<file path="src/source/fp_mac_pkg.sv">
// fp_mac shared definitions
// widths, operand and result types, multiplier depth and MAC state encoding
// for the mantissa multiply-accumulate stage

package fp_mac_pkg;

    // mantissa and result widths
    localparam int MANT_W = 56;
    localparam int RES_W = 110;

    // the addend is lined up with the product's binary point
    localparam int ALIGN_SHIFT = 54;

    // default multiplier depth, legal range 1 to 3
    localparam int MUL_STAGES = 2;

    // completed operation counter
    localparam int CNT_W = 16;

    typedef logic signed [MANT_W-1:0] mant_t;
    typedef logic [RES_W-1:0] res_t;
    typedef logic [CNT_W-1:0] cnt_t;

    // MAC control FSM
    typedef enum logic [1:0] {
        MAC_IDLE = 2'd0,
        MAC_MUL  = 2'd1,
        MAC_ADD  = 2'd2,
        MAC_OUT  = 2'd3
    } mac_state_t;

endpackage

</file>
<file path="src/source/mac_cfg_regs.sv">
// MAC configuration and status
// holds the add/subtract and accumulate mode, clears the accumulator on
// each write and counts completed operations

`timescale 1ns/10ps

module mac_cfg_regs (
    input  logic             clk,
    input  logic             rst_n,
    input  logic             cfg_we_i,
    input  logic             cfg_op_i,
    input  logic             cfg_acc_i,
    input  logic             done_i,
    output logic             op_o,
    output logic             acc_en_o,
    output logic             acc_clr_o,
    output fp_mac_pkg::cnt_t done_count_o
);

    import fp_mac_pkg::*;

    logic op_q;
    logic acc_q;
    logic clr_q;
    cnt_t cnt_q;

    // mode register, picked up by the MAC at its next accepted operation
    always_ff @(posedge clk or negedge rst_n) begin
        if (!rst_n) begin
            op_q  <= 1'b0;
            acc_q <= 1'b0;
            clr_q <= 1'b0;
        end else begin
            if (cfg_we_i) begin
                op_q  <= cfg_op_i;
                acc_q <= cfg_acc_i;
            end
            // clear pulse follows every write
            clr_q <= cfg_we_i;
        end
    end

    // completed operations, wraps at full count
    always_ff @(posedge clk or negedge rst_n) begin
        if (!rst_n) begin
            cnt_q <= '0;
        end else if (done_i) begin
            cnt_q <= cnt_q + 1'b1;
        end
    end

    assign op_o         = op_q;
    assign acc_en_o     = acc_q;
    assign acc_clr_o    = clr_q;
    assign done_count_o = cnt_q;

    a_clr_pulse: assert property (
        @(posedge clk) disable iff (!rst_n) acc_clr_o |=> !acc_clr_o
    ) else $error("accumulator clear longer than one cycle");

endmodule

</file>
<file path="config.mk">
export PLATFORM = sky130hd
export DESIGN_NAME = mac_cfg_regs
export DESIGN_NICKNAME = d
export VERILOG_FILES = /design/src/source/fp_mac_pkg.sv /design/src/source/mac_cfg_regs.sv
export SDC_FILE = /design/constraint.sdc
export NUM_CORES = 1
export LEC_CHECK = 0
export BUFFER_PORTS_ARGS = -buffer_cell sky130_fd_sc_hd__buf_4
export CORE_MARGIN = 2
export CORE_UTILIZATION = 45
export DETAILED_ROUTE_END_ITERATION = 6
export PLACE_DENSITY = 0.71
export REMOVE_ABC_BUFFERS = 1
export SLEW_MARGIN = 20
export SYNTH_ARGS = -nofsm -noshare
export SYNTH_HDL_FRONTEND = slang
export SYNTH_SLANG_ARGS = --single-unit
</file>
<file path="constraint.sdc">
create_clock -name clk -period 1.75 [get_ports clk]
set_input_delay 0.35 -clock clk [delete_from_list [all_inputs] [get_ports clk]]
set_output_delay 0.35 -clock clk [all_outputs]
set_load 0.01 [all_outputs]
</file>
==> results of run 1 <==
==> timing repair <==
item | 4_1_cts | 5_1_grt
buffers inserted | 0 | 0
setup endpoints to repair | 0 | 0
hold buffers | 1 | 0
endpoints found under the hold margin | 19 | 0
==> path summary, 6_finish.rpt <==
kind	start	end	slack, ns	cells past startpoint
setup / recovery	done_count_o[0]	done_count_o[12]	0.34	5
hold / removal	cfg_we_i	acc_clr_o	0.20	1
setup reg to reg	done_count_o[0]	done_count_o[12]	0.34	5
hold reg to reg	done_count_o[15]	done_count_o[15]	0.47	1
max in group asynchronous	rst_n	done_count_o[8]	1.10	2
min in group asynchronous	rst_n	done_count_o[15]	0.46	2
==> report_power, final <==
part / internal (W) / total (W) / switching (W)
logic: 0.000190 / 0.000335 / 0.000145
clock network: 0.0000883 / 0.000203 / 0.000115
registers: 0.000524 / 0.000650 / 0.000126
==> flip-flops by register name, summed over array words and instances, names as in the netlist <==
register,count
done_count_o,16
acc_en_o,1
op_o,1
acc_clr_o,1
==> through the flow <==
step                      instances  area, sq um
after global routing            107         1031
after detailed placement        102        994.7
after floorplan                  61        793.3
after global placement          102        994.7
final                           107         1031
after CTS                       107         1031
==> final cells by class <==
type	count	area, sq um
Tap cell	17	21.27
Clock buffer	4	26.28
Inverter	1	3.754
Fill cell	152	658.1
Sequential cell	19	475.5
Timing Repair Buffer	25	190.2
Multi-Input combinational cell	41	314.1
==> cells in the mapped netlist <==
cell type / count
nand3_1: 5
inv_1: 1
and3_1: 1
dfrtp_1: 19
ha_1: 1
mux2_2: 2
xnor2_1: 9
nand4_1: 3
nor2_1: 3
nand2_1: 5
xor2_1: 6
nand4_4: 1
mux2_1: 1
and4_1: 1
nor3_2: 2
nor4_1: 1
==> critical path, delay by kind of cell, from the launching register on <==
kind / cells / cell delay [ns]
flops: 1 / 0.45
simple gates: 3 / 0.54
fa+ha+maj: 1 / 0.22
xor+xnor: 1 / 0.14
==> cell families (layout without fill, tap and decap cells) <==
| logic type | Yosys count | after routing |
|---|---|---|
| flops | 19 | 19 |
| xor+xnor | 15 | 15 |
| buf+inv | 1 | 30 |
| fa+ha+maj | 1 | 1 |
| simple gates | 22 | 22 |
| mux | 3 | 3 |
==> routing by layer <==
metal | vias to the layer above | GRT usage | wire length, um
met5 | - | 0 | 0
met4 | 0 | 0.06857 | 6
met3 | 2 | 0.02778 | 66
met2 | 17 | 0.2444 | 658
met1 | 247 | 0.1841 | 581
li1 | 267 | - | -
==> impl_metrics.ini, run 1 <==
[run_status]
status = complete, no violations

[place]
dp_hpwl_mm = 1.020
io_buffer_count = 24
pre_cts_slack_ns = 0.3388
gp_congestion = 0.6917

[drt]
drt_wl_total_mm = 1.314
vias = 533
firstDrtPassIters = 4
drt_iter0_drc = 5
drt-wirelength-per-cell_um = 12.28
final_antenna_net_count = 0
route.detailed.drc = 0
viasPerCell = 4.981

[logic_synthesis]
synthAdderAreaFrac = 0.01577
synth_xor_area_frac = 0.1656
ys_ff_latch = 19
ys_warn_count = 0
synth_top_family_by_area = simple AND/OR/NAND/NOR gates
synth.area.top_cells = dfrtp_1 (60%), xnor2_1 (9.9%), xor2_1 (6.6%), nand3_1 (3.2%), mux2_2 (2.8%)
syn_inst = 61
synth_top_area_frac = 0.5994
avgSynthCellArea_sq_um = 13.00
yosys.area_share.simple = 0.1719
synth_top_area_cell = dfrtp_1
synth_compound_area_frac = 0
yosysSeqAreaShare = 0.5994
synthesis.area_sq_um = 793.3
synth.area.mux_share = 0.04259
yosysUniqueCellTypes = 16

[timing]
slew_viol_final = 0
slew_headroom = 0.8033
skew_ns = 0.0009708
max_freq_mhz = 707.8
rsz0062_at_grt = no
setup_ws_ns = 0.3373
fin_hold_ws_ns = 0.1984
finalHoldViolCount = 0
worst_pin_slew_ns = 0.2924
setup_violations = 0
final.setup.tns_ns = 0
timing.final.crit_share = 0.8073
finalCriticalPeriod_ns = 1.413

[cells_and_area]
final_util = 0.6104
mostFrequentLayoutCell = buf_4
mostFrequentLayoutCells = buf_4 (24), dfrtp_1 (19), xnor2_1 (9)
final_nets = 98
drive_above_1_share = 0.3556
num_antenna_cells = 0
areaGrowthSynthToFinish_pct = 29.97

[setup_path]
startpoint_type = flip-flop
arrival_ns = 1.62
crit_slowest_cell = dfrtp_1
crit_fanout = 6
crit_type = reg2reg
cp-end-kind = flip-flop
cpPeakStageDelay_ns = 0.45
required_ns = 1.96
timing.critical_path.cells = ha_1 > nand2_1 > nor3_2 > and4_1 > xor2_1

[grt]
grt_max_degree = 20
first_global_vias = 525
track_usage = 0.1479
grt_overflow_total = 0
antenna_found_initial = 0
grt_pass1_wl_mm = 2.235

[clocking]
htree_levels = 1
cts_buffer_depth = 2
path_clk_slew_ns = 0.09
cts.sinks = 19
cts_root_buffer = clkbuf_4
cts_tree = done
clock_latency_ns = 0.28
cts_resized = 0
cts_made_buffers = 3

[power]
ir_drop_mv = 0.8228
p_per_area_nw_per_um2 = 1152
leakage_nw = 0.5074
total_power_w = 0.001187

[run]
cap_violations = 0

[floorplanning]
rows = 15
die_area_sq_um = 2115
die_h_um = 45.99
start_util = 0.4696
core_sq_um = 1689
io_pins = 25
die_width_um = 45.99

[worst_hold_path]
min_path_type = in2reg
(Power assumes the default switching activity.)
==> run 2: changes to the inputs <==
- CORE_UTILIZATION: 45 -> 43
- clock period: 1.75 -> 1.2 ns (I/O delays scaled with it)
==> run 2 against run 1 <==
The flow now finishes with violations (negative setup slack). Clock skew is 0.015 ns higher. Design area is 28% higher. Critical path type unchanged. First-iteration DRC count is 40% lower. Fmax is 10% higher. Via count is 26% higher. Cell count is 32% higher. Worst hold slack worse by 0.13 ns. Routed wire length is 36% higher. Sequential share of layout area is 10 points lower.
==> impl_metrics.ini, run 2 (synthesized netlist as in run 1, its figures left out) <==
[cells_and_area]
mostFrequentLayoutCell = buf_4
final_nets = 124
num_antenna_cells = 0
drive_above_1_share = 0.5776
largest_register_ffs = 16
fillCellCount = 118
areaGrowthSynthToFinish_pct = 66.56
design_area_sq_um = 1321
mostFrequentLayoutCells = buf_4 (36), dfrtp_1 (19), buf_6 (14)

[place]
gp_congestion = 0.6613
postPlaceCellArea_sq_um = 1132
dp_hpwl_mm = 1.185
pre_cts_slack_ns = -0.08716
io_buffer_count = 24

[worst_hold_path]
min_from = cfg_we_i
min_path_type = in2reg
whs_endpoint = acc_clr_o
hold_depth = 1

[grt]
grt_max_degree = 20
grt_pass1_wl_mm = 2.849
track_usage = 0.1835
first_global_vias = 666
antenna_found_initial = 0
grt_overflow_total = 0

[run]
cap_violations = 0

[drt]
firstDrtPassIters = 4
wl_met2_um = 992
drt_wl_total_mm = 1.790
met3WireLength_um = 103
final_antenna_net_count = 0
top_layer = met3
vias = 672
drt-met1-wl_um = 695
drt_iter0_drc = 3
route.detailed.drc = 0
drt-wirelength-per-cell_um = 12.70
viasPerCell = 4.766

[run_status]
failed_checks = negative setup slack
status = finished with violations

[clocking]
path_clk_slew_ns = 0.12
cts.sinks = 19
cts_root_buffer = clkbuf_4
clock_latency_ns = 0.30
htree_levels = 1
cts_tree = done
cts_made_buffers = 3
cts_buffer_depth = 2

[floorplanning]
die_area_sq_um = 2204
rows = 15
die_h_um = 46.95
start_util = 0.4594
core_sq_um = 1727
die_width_um = 46.95
io_pins = 25

[power]
leakage_nw = 0.6727
ir_drop_mv = 1.278
p_per_area_nw_per_um2 = 1749

[setup_path]
r2r_end = done_count_o[12]
rr_worst_depth = 5
cpPeakStageDelay_ns = 0.39
crit_type = reg2reg
required_ns = 1.43
timing.critical_path.cells = ha_2 > nand2_2 > nor3_2 > and4_1 > xor2_1
arrival_ns = 1.50
cp-end-kind = flip-flop
crit_fanout = 3
startpoint_type = flip-flop
rrSetupSlack_ns = -0.08
crit_slowest_cell = dfrtp_1
r2r_start = done_count_o[0]

[timing]
setup_violations = 12
rsz0062_at_grt = yes
timing.final.crit_share = 1.066
setup_ws_ns = -0.07956
slew_viol_final = 0
max_freq_mhz = 781.5
worst_pin_slew_ns = 0.3071
final.setup.tns_ns = -0.3622
slew_headroom = 0.7934
finalCriticalPeriod_ns = 1.280
finalHoldViolCount = 0
skew_ns = 0.01598
run 2: cell count changes in the layout (fill, tap and decap cells not counted), sizes merged:
cell,change
clkbuf,-1
buf,+26
clkinv,+1
run 2: worst max path at each step:
stage	start	end	slack [ns]	cells after the start
final	done_count_o[0]	done_count_o[12]	-0.08	5
after global routing	done_count_o[0]	done_count_o[8]	-0.15	5
after floorplan	done_count_o[0]	done_count_o[12]	-0.15	5
after CTS	done_count_o[1]	done_count_o[14]	-0.04	6
after detailed placement	done_count_o[0]	done_count_o[12]	-0.09	5
after global placement	done_count_o[0]	done_count_o[12]	-0.04	5
run 2: worst max-delay path, delay by kind of cell, from the launching register on:
| family | cells | cell delay, ns |
|---|---|---|
| simple gates | 3 | 0.47 |
| xor+xnor | 1 | 0.16 |
| flops | 1 | 0.39 |
| fa+ha+maj | 1 | 0.20 |
run 2: routing by layer:
layer / vias up / track usage
met2: 20 / 0.3315
met4: 0 / 0.05000
met3: 0 / 0.04615
met5: - / 0
met1: 337 / 0.2150
li1: 315 / -
run 2: repair_timing:
action / 4_1_cts / 5_1_grt
pin swaps: 6 / 2
buffers inserted: 10 / 0
resized for setup: 15 / 8
hold buffers: 1 / 0
endpoints found under the setup margin: 16 / 21
endpoints found under the hold margin: 19 / 0
run 2: final cells by class:
class                           instances  area (sq um)  area share
Clock buffer                            3         22.52     0.01705
Clock inverter                          1         5.005    0.003788
Inverter                                1         3.754    0.002841
Multi-Input combinational cell         41         345.3      0.2614
Sequential cell                        19         475.5      0.3598
Tap cell                               25         31.28     0.02367
Timing Repair Buffer                   51         437.9      0.3314
run 2: power breakdown:
group,internal [W],switching (W)
Combinational,0.000689,0.000415
Sequential,0.000764,0.000125
Clock,0.000124,0.000195
Total,0.00158,0.000735
run 2: per-stage QoR:
stage / hold slack (ns) / utilization / total power [W] / cells
2_1_floorplan: -0.05559 / - / 0.001182 / 61
3_3_place_gp: 0.1263 / 0.6558 / 0.001679 / 127
3_5_place_dp: 0.1274 / 0.6558 / 0.001701 / 127
4_1_cts: 0.06287 / 0.7471 / 0.002300 / 141
5_1_grt: 0.04861 / 0.7652 / 0.002462 / 141
6_report: 0.06346 / 0.7652 / 0.002311 / 141
==> run 3: changes to the inputs <==
- ABC_AREA: unset -> 1
- CORE_UTILIZATION: 43 -> 45
- PLACE_DENSITY: 0.71 -> 0.72
==> run 3 against run 2 <==
The run still ends with negative setup slack left. Core utilization decreased by 11 points. Power decreased by 5.8%. Cell count increased by 18%. Critical endpoint is now done_count_o[3]. Die area increased by 8.9%. Via count increased by 20%. Global-route usage increased by 0.34 points. Critical path depth decreased by 3. Count of clock-buffer cells in the layout increased by 1. Area after synthesis increased by 15%. Highest routed layer is now met4.
==> impl_metrics.ini, run 3 <==
[timing]
setup_violations = 3
skew_ns = 0.002301
finalCriticalPeriod_ns = 1.211
timing.final.crit_share = 1.010
max_freq_mhz = 825.4
rsz0062_at_grt = yes
finalHoldViolCount = 0
fin_hold_ws_ns = 0.06118
worst_pin_slew_ns = 0.2380
slew_viol_final = 0
setup_ws_ns = -0.01148
slew_headroom = 0.8401

[logic_synthesis]
synth_top_area_cell = dfrtp_1
synthesis.area_sq_um = 910.9
synth_edf_count = 0
synth_common_cells = nand2_1 (25), dfrtp_1 (19), inv_1 (13), nor2_1 (11), nand3_1 (9)
async_reset_ff_frac = 1.000
synthFlopType = dfrtp_1
yosysSeqAreaShare = 0.5220
yosysUniqueCellTypes = 16
ys_ff_latch = 19
synth_most_common_cell = nand2_1
avgSynthCellArea_sq_um = 8.930
synth.area.top_cells = dfrtp_1 (52%), nand2_1 (10%), xnor2_1 (6.7%), inv_1 (5.4%), nand3_1 (4.9%)
synth_top_area_frac = 0.5220
ys_warn_count = 0
syn_inst = 102

[run]
cap_violations = 0

[grt]
grt_max_degree = 20
grt_pass1_wl_mm = 3.463
grt_overflow_total = 0
track_usage = 0.1869
first_global_vias = 819
antenna_found_initial = 0

[cells_and_area]
largest_register_ffs = 16
num_antenna_cells = 0
design_area_sq_um = 1279
drive_above_1_share = 0.3525
fin_cells = 166
mostFrequentLayoutCells = buf_4 (26), nand2_1 (24), dfrtp_1 (16)
mostFrequentLayoutCell = buf_4
areaGrowthSynthToFinish_pct = 40.38
final_util = 0.6585
final_nets = 147

[clocking]
cts_tree = done
htree_levels = 1
clock_latency_ns = 0.30
cts_buffer_depth = 2
path_clk_slew_ns = 0.11
cts_made_buffers = 3
cts.sinks = 19
cts_root_buffer = clkbuf_4

[setup_path]
cpMostUsedCell = buf_4
arrival_ns = 0.97
r2r_end = done_count_o[15]
crit_fanout = 2
timing.critical_path.cells = buf_4 > buf_4
rrSetupSlack_ns = 0.04
crit_type = reg2out
r2r_start = done_count_o[2]
cp-end-kind = output port
required_ns = 0.96
rr_worst_depth = 6
startpoint_type = flip-flop
crit_slowest_cell = dfrtp_1
cpPeakStageDelay_ns = 0.39

[power]
leakage_nw = 0.6164
ir_drop_mv = 1.254
p_per_area_nw_per_um2 = 1703

[floorplanning]
die_h_um = 48.99
io_pins = 25
die_width_um = 48.99
core_sq_um = 1942
rows = 16
die_area_sq_um = 2400
start_util = 0.4691

[worst_hold_path]
whs_endpoint = acc_clr_o
min_from = cfg_we_i
min_path_type = in2reg
hold_depth = 1

[drt]
firstDrtPassIters = 3
drt_wl_total_mm = 1.958
vias = 805
route.detailed.drc = 0
viasPerCell = 4.849
drt-wirelength-per-cell_um = 11.80
final_antenna_net_count = 0
drt_iter0_drc = 7

[place]
gp_congestion = 0.8697
io_buffer_count = 24
place_inst = 157
dp_hpwl_mm = 1.391
pre_cts_slack_ns = 0.02572
postPlaceCellArea_sq_um = 1155

[run_status]
failed_checks = negative setup slack
status = finished with violations
==> run 3: cells by family after synthesis <==
logic type / share of synthesized area
xor gates and xnor gates: 0.1058
buffers and inverters: 0.06594
DFF: 0.5220
muxes: 0.02472
adders and majority gates: 0.01373
and+or+nand+nor: 0.2679
==> run 3: how the worst max path moves through the flow <==
| stage | from | endpoint | cells after the start |
|---|---|---|---|
| 5_1_grt | done_count_o[0] | done_count_o[12] | 6 |
| 3_3_place_gp | done_count_o[0] | done_count_o[8] | 5 |
| 4_1_cts | done_count_o[0] | done_count_o[0] | 2 |
| 3_5_place_dp | done_count_o[0] | done_count_o[12] | 6 |
| 6_report | done_count_o[3] | done_count_o[3] | 2 |
| 2_1_floorplan | done_count_o[0] | done_count_o[8] | 5 |
==> run 3: layout make-up <==
type | count | area [sq um]
clock buffers | 4 | 26.28
fillers | 169 | 663.1
inverters | 14 | 52.55
multi-input cells | 68 | 402.9
flip-flops and latches | 19 | 479.2
well taps | 27 | 33.78
repair buffers | 34 | 284.0
==> run 3: repair_timing <==
item / 4_1_cts / 5_1_grt
gates resized for setup: 6 / 11
endpoints found under the hold margin: 19 / 0
setup buffers: 4 / 1
setup endpoints to repair: 4 / 17
pin swaps: 2 / 7
hold buffers: 1 / 0
==> run 3: stage by stage <==
stage,setup TNS [ns],power [W]
6_report,-0.02244,0.002178
3_5_place_dp,0,0.001593
5_1_grt,-0.3809,0.002305
2_1_floorplan,-0.07493,0.001187
4_1_cts,-0.006625,0.002081
3_3_place_gp,0,0.001568
==> run 3: worst max-delay path: cells and delay by family, from the launching register on <==
kind                   cells  cell delay (ns)
buffers and inverters      2             0.27
flip-flops                 1             0.39
==> run 3: report_power, final <==
part           leakage (nW)  internal [W]  switching, W
Sequential            0.222      0.000765      0.000118
Clock                0.0150      0.000130      0.000202
Combinational         0.379      0.000538      0.000425
==> run 3: layer usage <==
metal | GRT usage | routed length (um)
met4 | 0.07143 | 24
met1 | 0.2329 | 870
met2 | 0.3174 | 992
met3 | 0.03988 | 71
met5 | 0 | 0
